`config.mk`:
```
export PLATFORM = sky130hd
export DESIGN_NAME = vga_top
export DESIGN_NICKNAME = d
export VERILOG_FILES = /design/src/hw/vga_pkg.sv /design/src/hw/pixel_encoder.sv /design/src/hw/raster_delay.sv /design/src/hw/vga_timing.sv /design/src/hw/vga_top.sv
export SDC_FILE = /design/constraint.sdc
export NUM_CORES = 1
export LEC_CHECK = 0
export ABC_AREA = 1
export BUFFER_PORTS_ARGS = -buffer_cell sky130_fd_sc_hd__buf_2
export CORE_UTILIZATION = 48
export CTS_BUF_LIST = sky130_fd_sc_hd__clkbuf_16
export DETAILED_ROUTE_END_ITERATION = 12
export PLACE_DENSITY = 0.74
export SKIP_CTS_REPAIR_TIMING = 1
export SYNTH_ARGS = -nofsm -noshare
export SYNTH_HDL_FRONTEND = slang
export SYNTH_SLANG_ARGS = --single-unit
```
`constraint.sdc`:
```
create_clock -name clk -period 1.9 [get_ports clk]
set_input_delay 0.095 -clock clk [delete_from_list [all_inputs] [get_ports clk]]
set_output_delay 0.095 -clock clk [all_outputs]
set_load 0.005 [all_outputs]
```
`src/hw/vga_pkg.sv`:
```
package vga_pkg;

    // 640x480 at 60 Hz on a 25 MHz pixel clock
    localparam int H_ACTIVE = 640;  // visible pixels
    localparam int H_FRONT  = 16;
    localparam int H_PULSE  = 96;   // hsync low
    localparam int H_BACK   = 48;

    localparam int V_ACTIVE = 480;  // visible lines
    localparam int V_FRONT  = 10;
    localparam int V_PULSE  = 2;    // lines with vsync low
    localparam int V_BACK   = 33;

    localparam int H_TOTAL = H_ACTIVE + H_FRONT + H_PULSE + H_BACK;
    localparam int V_TOTAL = V_ACTIVE + V_FRONT + V_PULSE + V_BACK;

    localparam int COORD_W = 10;

    // cycles from coordinate request to colour answer
    localparam int SOURCE_LATENCY = 1;

    typedef logic [COORD_W-1:0] coord_t;

    typedef enum logic [1:0] {
        h_phase_active = 2'd0,
        h_phase_front  = 2'd1,
        h_phase_pulse  = 2'd2,
        h_phase_back   = 2'd3
    } h_phase_t;

    typedef enum logic [1:0] {
        v_phase_active = 2'd0,
        v_phase_front  = 2'd1,
        v_phase_pulse  = 2'd2,
        v_phase_back   = 2'd3
    } v_phase_t;

    typedef struct packed {
        logic [2:0] red;
        logic [2:0] green;
        logic [1:0] blue;
    } color332_t;

    typedef struct packed {
        coord_t x;
        coord_t y;
        logic   hsync;   // active low
        logic   vsync;   // active low
        logic   active;
    } raster_beat_t;

    typedef struct packed {
        logic       hsync;
        logic       vsync;
        logic       blank;   // low while blanking
        logic [7:0] red;
        logic [7:0] green;
        logic [7:0] blue;
    } vga_pins_t;

    // idle values with syncs released and everything blanked
    localparam raster_beat_t BEAT_IDLE = '{x: '0, y: '0, hsync: 1'b1, vsync: 1'b1, active: 1'b0};
    localparam vga_pins_t PINS_IDLE = '{hsync: 1'b1, vsync: 1'b1, blank: 1'b0,
                                        red: 8'h00, green: 8'h00, blue: 8'h00};

endpackage

```
`src/hw/pixel_encoder.sv`:
```
module pixel_encoder (
    input  logic                  clk,
    input  logic                  rst,
    input  vga_pkg::raster_beat_t beat,
    input  vga_pkg::color332_t    color,
    output vga_pkg::vga_pins_t    pins
);

    vga_pkg::vga_pins_t pins_d;

    // abc -> abcabcab
    function automatic logic [7:0] widen3(input logic [2:0] c);
        return {c, c, c[2:1]};
    endfunction

    // ab -> abababab
    function automatic logic [7:0] widen2(input logic [1:0] c);
        return {4{c}};
    endfunction

    always_comb begin
        pins_d.hsync = beat.hsync;
        pins_d.vsync = beat.vsync;
        pins_d.blank = beat.active;  // pin is low during blanking
        if (beat.active) begin
            pins_d.red   = widen3(color.red);
            pins_d.green = widen3(color.green);
            pins_d.blue  = widen2(color.blue);
        end else begin
            // force black in porches and sync
            pins_d.red   = 8'h00;
            pins_d.green = 8'h00;
            pins_d.blue  = 8'h00;
        end
    end

    always_ff @(posedge clk or posedge rst) begin
        if (rst) begin
            pins <= vga_pkg::PINS_IDLE;
        end else begin
            pins <= pins_d;  // all pins change on the same edge
        end
    end

endmodule

```
`src/hw/raster_delay.sv`:
```
module raster_delay (
    input  logic                  clk,
    input  logic                  rst,
    input  vga_pkg::raster_beat_t beat_in,
    output vga_pkg::raster_beat_t beat_out
);

    // one stage per cycle of frame source latency
    vga_pkg::raster_beat_t stage_q [vga_pkg::SOURCE_LATENCY];

    always_ff @(posedge clk or posedge rst) begin
        if (rst) begin
            // idle beats keep a stray sync pulse off the pins after reset
            for (int i = 0; i < vga_pkg::SOURCE_LATENCY; i++) begin
                stage_q[i] <= vga_pkg::BEAT_IDLE;
            end
        end else begin
            stage_q[0] <= beat_in;
            for (int i = 1; i < vga_pkg::SOURCE_LATENCY; i++) begin
                stage_q[i] <= stage_q[i-1];  // older beats move along
            end
        end
    end

    // oldest beat lines up with the colour answer
    assign beat_out = stage_q[vga_pkg::SOURCE_LATENCY-1];

endmodule

```
`src/hw/vga_timing.sv`:
```
module vga_timing (
    input  logic                  clk,
    input  logic                  rst,
    output vga_pkg::raster_beat_t beat
);

    vga_pkg::h_phase_t h_phase, h_phase_next;
    vga_pkg::v_phase_t v_phase, v_phase_next;

    vga_pkg::coord_t h_count, h_count_next;  // pixel within current h phase
    vga_pkg::coord_t v_count, v_count_next;  // line within current v phase

    logic h_end;      // last clock of the current h phase
    logic v_end;      // last clock of the last line of the current v phase
    logic line_done;  // end of back porch steps the vertical machine

    // last count value of each phase
    function automatic vga_pkg::coord_t h_last(input vga_pkg::h_phase_t ph);
        case (ph)
            vga_pkg::h_phase_active: return vga_pkg::coord_t'(vga_pkg::H_ACTIVE - 1);
            vga_pkg::h_phase_front:  return vga_pkg::coord_t'(vga_pkg::H_FRONT - 1);
            vga_pkg::h_phase_pulse:  return vga_pkg::coord_t'(vga_pkg::H_PULSE - 1);
            default:                 return vga_pkg::coord_t'(vga_pkg::H_BACK - 1);
        endcase
    endfunction

    function automatic vga_pkg::coord_t v_last(input vga_pkg::v_phase_t ph);
        case (ph)
            vga_pkg::v_phase_active: return vga_pkg::coord_t'(vga_pkg::V_ACTIVE - 1);
            vga_pkg::v_phase_front:  return vga_pkg::coord_t'(vga_pkg::V_FRONT - 1);
            vga_pkg::v_phase_pulse:  return vga_pkg::coord_t'(vga_pkg::V_PULSE - 1);
            default:                 return vga_pkg::coord_t'(vga_pkg::V_BACK - 1);
        endcase
    endfunction

    // horizontal machine
    always_comb begin
        h_end     = (h_count == h_last(h_phase));
        line_done = h_end && (h_phase == vga_pkg::h_phase_back);

        h_count_next = h_count + 1'b1;
        h_phase_next = h_phase;
        if (h_end) begin
            h_count_next = '0;  // reload for next phase
            case (h_phase)
                vga_pkg::h_phase_active: h_phase_next = vga_pkg::h_phase_front;
                vga_pkg::h_phase_front:  h_phase_next = vga_pkg::h_phase_pulse;
                vga_pkg::h_phase_pulse:  h_phase_next = vga_pkg::h_phase_back;
                default:                 h_phase_next = vga_pkg::h_phase_active;
            endcase
        end
    end

    // vertical machine counting lines
    always_comb begin
        v_end = line_done && (v_count == v_last(v_phase));

        v_count_next = v_count;
        v_phase_next = v_phase;
        if (line_done) begin
            v_count_next = v_count + 1'b1;
        end
        if (v_end) begin
            v_count_next = '0;
            case (v_phase)
                vga_pkg::v_phase_active: v_phase_next = vga_pkg::v_phase_front;
                vga_pkg::v_phase_front:  v_phase_next = vga_pkg::v_phase_pulse;
                vga_pkg::v_phase_pulse:  v_phase_next = vga_pkg::v_phase_back;
                default:                 v_phase_next = vga_pkg::v_phase_active;
            endcase
        end
    end

    always_ff @(posedge clk or posedge rst) begin
        if (rst) begin
            h_phase <= vga_pkg::h_phase_active;
            v_phase <= vga_pkg::v_phase_active;
            h_count <= '0;
            v_count <= '0;
        end else begin
            h_phase <= h_phase_next;
            v_phase <= v_phase_next;
            h_count <= h_count_next;
            v_count <= v_count_next;
        end
    end

    // beat decode
    always_comb begin
        beat.x      = (h_phase == vga_pkg::h_phase_active) ? h_count : '0;
        beat.y      = (v_phase == vga_pkg::v_phase_active) ? v_count : '0;
        beat.hsync  = (h_phase != vga_pkg::h_phase_pulse);
        beat.vsync  = (v_phase != vga_pkg::v_phase_pulse);
        beat.active = (h_phase == vga_pkg::h_phase_active)
                   && (v_phase == vga_pkg::v_phase_active);
    end

endmodule

```
`src/hw/vga_top.sv`:
```
module vga_top (
    input  logic               clk,
    input  logic               rst,
    input  vga_pkg::color332_t color_in,  // RRRGGGBB arriving one cycle after x_out/y_out
    output logic [9:0]         x_out,
    output logic [9:0]         y_out,
    output logic               hsync,
    output logic               vsync,
    output logic               blank,
    output logic [7:0]         red,
    output logic [7:0]         green,
    output logic [7:0]         blue
);

    vga_pkg::raster_beat_t beat;      // current coordinate sent to frame source
    vga_pkg::raster_beat_t beat_dly;  // aligned with color_in
    vga_pkg::vga_pins_t    pins;

    vga_timing vga_timing_i (
        .clk  (clk),
        .rst  (rst),
        .beat (beat)
    );

    raster_delay raster_delay_i (
        .clk      (clk),
        .rst      (rst),
        .beat_in  (beat),
        .beat_out (beat_dly)
    );

    pixel_encoder pixel_encoder_i (
        .clk   (clk),
        .rst   (rst),
        .beat  (beat_dly),
        .color (color_in),
        .pins  (pins)
    );

    // pixel request
    assign x_out = beat.x;
    assign y_out = beat.y;

    assign hsync = pins.hsync;
    assign vsync = pins.vsync;
    assign blank = pins.blank;
    assign red   = pins.red;
    assign green = pins.green;
    assign blue  = pins.blue;

endmodule

```
==> impl_metrics.yaml <==
status:
  status: "complete, no violations"
synth:
  synth_top_cell_area_share: 0.357
  compound_gate_portion_of_the_synthesized_area: 0.0336
  yosys-top-cells-area: "sky130_fd_sc_hd__dfrtp_1, sky130_fd_sc_hd__nand2_1, sky130_fd_sc_hd__buf_4, sky130_fd_sc_hd__inv_1, sky130_fd_sc_hd__ha_1"
  synth.mux.area_fraction: 0
  synthDistinctLibCells: 24
  synth.largest_area_cell: "sky130_fd_sc_hd__dfrtp_1"
  synth_top_family_by_area: "simple AND/OR/NAND/NOR gates"
  synth_fp_nets: 334
  yosysWarnings: 0
  netlist_area_um2: 2390
  post_synth_and_or_nand_nor_area_fraction: 0.256
  postSynthCellCount: 313
  synth_fa_ha_area_frac: 0.0577
  yosysSeqAreaShare: 0.401
  fraction_of_synthesized_cell_area_in_xor_and_xnor_cells: 0.0288
  synthesis.area_per_instance_um2: 7.62
  synth_seq_cells: 38
job:
  drv_cap: 0
timing:
  worst_max_slew_pin_slew_ns: 0.471
  hold_viol_final: 0
  fin_worst_skew_ns: 0.00564
  post-route-period-util: 0.970
  finalSetupViolations: 0
  maxSlewHeadroom: 0.686
  rsz0062_at_grt: "yes"
  final_period_minus_worst_setup_slack_ns: 1.84
  fmax_mhz: 542
  final_max_slew_viol_count: 0
final_layout:
  nNetsFinal: 373
  n_fill_cell: 432
  layout-area-overhead-vs-synth_pct: 18.5
  final_layout_size_suffix_gt1_frac: 0.272
  mostFrequentLayoutCell: "sky130_fd_sc_hd__nand2_1"
  number_of_inserted_diodes: 0
  final_cell_mix: "sky130_fd_sc_hd__nand2_1, sky130_fd_sc_hd__inv_1, sky130_fd_sc_hd__buf_2"
  design_area_um2: 2830
grt:
  grt_pass1_vias: 1764
  grt_util_all_layers: 0.195
  grt_max_degree: 39
  grt_remaining_overflow: 0
  antenna_found_initial: 0
  grt_pass1_wl_um: 7800
setup_path:
  data_required_critical_path_ns: 2.11
  ff2ff_setup_slack_ns: 0.06
  path_max_fanout: 7
  crit_type: "flop to flop"
  start_kind: "flop"
  end_kind: "flop"
  cp_data_arrival_time_ns: 2.06
drt:
  via_count: 1953
  drt_drc_violations_left: 0
  detail-route-antenna-nets: 0
  wl_um: 4740
  drt_iter0_drc: 99
  post_dr_vias_cell: 4.65
  drt_pre_antenna_iters: 4
  post_drt_wl_per_cell_um: 11.3
clock_network:
  clk_transition_reported_paths_ns: 0.06
  cts_buffers: 5
  h-tree-depth: 2
  cts-root-buf: "sky130_fd_sc_hd__clkbuf_16"
  clockBufferDepth: 2
  clkLatencyLatePin_ns: 0.28
  cts_tree: "built"
  tritoncts_num_sinks: 38
pwr:
  fin_total_pwr_w: 0.00180
  pwr_density_nw_per_um2: 636
  worst_vdd_rail_ir_drop_v: 0.000339
  leakagePower_nw: 1.70
placement:
  detailed_place.area_um2: 2570
  io_buffers: 56
  finalWeightedCongestion: 0.895
  dp.final_hpwl_um: 3220
die:
  start_util: 0.502
  num_rows: 25
  core_area_um2: 4750
  floorplan.die.width_um: 72.5
  ios: 57
  die_height_um: 72.5
  fp.dieArea_um2: 5260
hold_path:
  timing.hold.worst.class: "input pin to flop"
-- synth_stat cells (all sizes together) --
library cell	instances
buf	37
inv	63
ha	11
xnor2	1
a21oi	8
nand3b	2
nand4	3
dfstp	4
o31ai	1
nand3	24
nor3	2
dfrtp	34
nor2	31
xor2	6
o21bai	1
nand2	77
o21ai	5
clkbuf	3
-- state kept, by name, summed over array words and instances (netlist names) --
register / cells
pixel_encoder_i.pins: 11
vga_timing_i.h_count: 10
vga_timing_i.v_count: 10
raster_delay_i.beat_out: 3
vga_timing_i.h_phase: 2
vga_timing_i.v_phase: 2
-- cell families (layout without fill, tap and decap cells) --
logic type	Yosys count	count (layout)
AOI/OAI and AO/OA	15	15
adders and majority gates	11	11
DFF	38	38
xor gates and xnor gates	7	7
and+or+nand+nor	139	139
buffers and inverters	103	143
-- layer usage --
layer	track usage	wire length, µm
met1	0.226	2010
met5	0	0
met3	0.0472	223
met2	0.347	2410
met4	0.0719	89
-- power breakdown --
group          leakage (nW)  internal, W  total [W]  switching (W)
clock network        0.0826     0.000609   0.000912       0.000303
registers             0.474     0.000819   0.000824     0.00000509
logic                  1.14    0.0000289  0.0000626      0.0000338
-- stage by stage --
| step | worst slack [ns] | hold slack [ns] | setup TNS [ns] | cells | utilization |
|---|---|---|---|---|---|
| after floorplan | 0.00404 | 0.195 | 0 | 313 | - |
| after global placement | 0.0818 | 0.234 | 0 | 405 | 0.541 |
| after detailed placement | 0.0221 | 0.235 | 0 | 405 | 0.541 |
| after CTS | -0.00193 | -0.0629 | -0.00193 | 413 | 0.576 |
| after global routing | -0.0540 | 0.00479 | -0.373 | 420 | 0.594 |
| final | 0.0566 | 0.00447 | 0 | 420 | 0.594 |
-- worst max-delay path: stages, from the launching register on --
cell and delay [ns]:
sky130_fd_sc_hd__dfrtp_1 0.39, sky130_fd_sc_hd__inv_2 0.08, sky130_fd_sc_hd__ha_4 0.14, sky130_fd_sc_hd__ha_4 0.20, sky130_fd_sc_hd__nor2_4 0.12, sky130_fd_sc_hd__nand2_2 0.07, sky130_fd_sc_hd__nor2_4 0.12, sky130_fd_sc_hd__nand3_4 0.11
sky130_fd_sc_hd__nor2_8 0.18, sky130_fd_sc_hd__clkbuf_16 0.18, sky130_fd_sc_hd__a21oi_1 0.08, sky130_fd_sc_hd__nor2_1 0.11
-- path summary, 6_finish.rpt --
path	startpoint	end	cells past startpoint
max	vga_timing_i.h_phase[0]	vga_timing_i.v_count[3]	11
min	color_in[1]	pixel_encoder_i.pins[5]	3
max reg2reg	vga_timing_i.h_phase[0]	vga_timing_i.v_count[3]	11
min reg2reg	raster_delay_i.beat_out[2]	pixel_encoder_i.pins[26]	0
max in group asynchronous	rst	pixel_encoder_i.pins[25]	4
min in group asynchronous	rst	vga_timing_i.h_count[2]	4
-- layout make-up --
cell class                      count  area (µm²)  share of cell area
Clock buffer                        5         125              0.0443
Clock inverter                      3        37.5              0.0133
Inverter                           63         236              0.0837
Multi-Input combinational cell    172         955               0.338
Sequential cell                    38         956               0.338
Tap cell                           67        83.8              0.0297
Timing Repair Buffer               72         433               0.153
(Power assumes the default switching activity.)
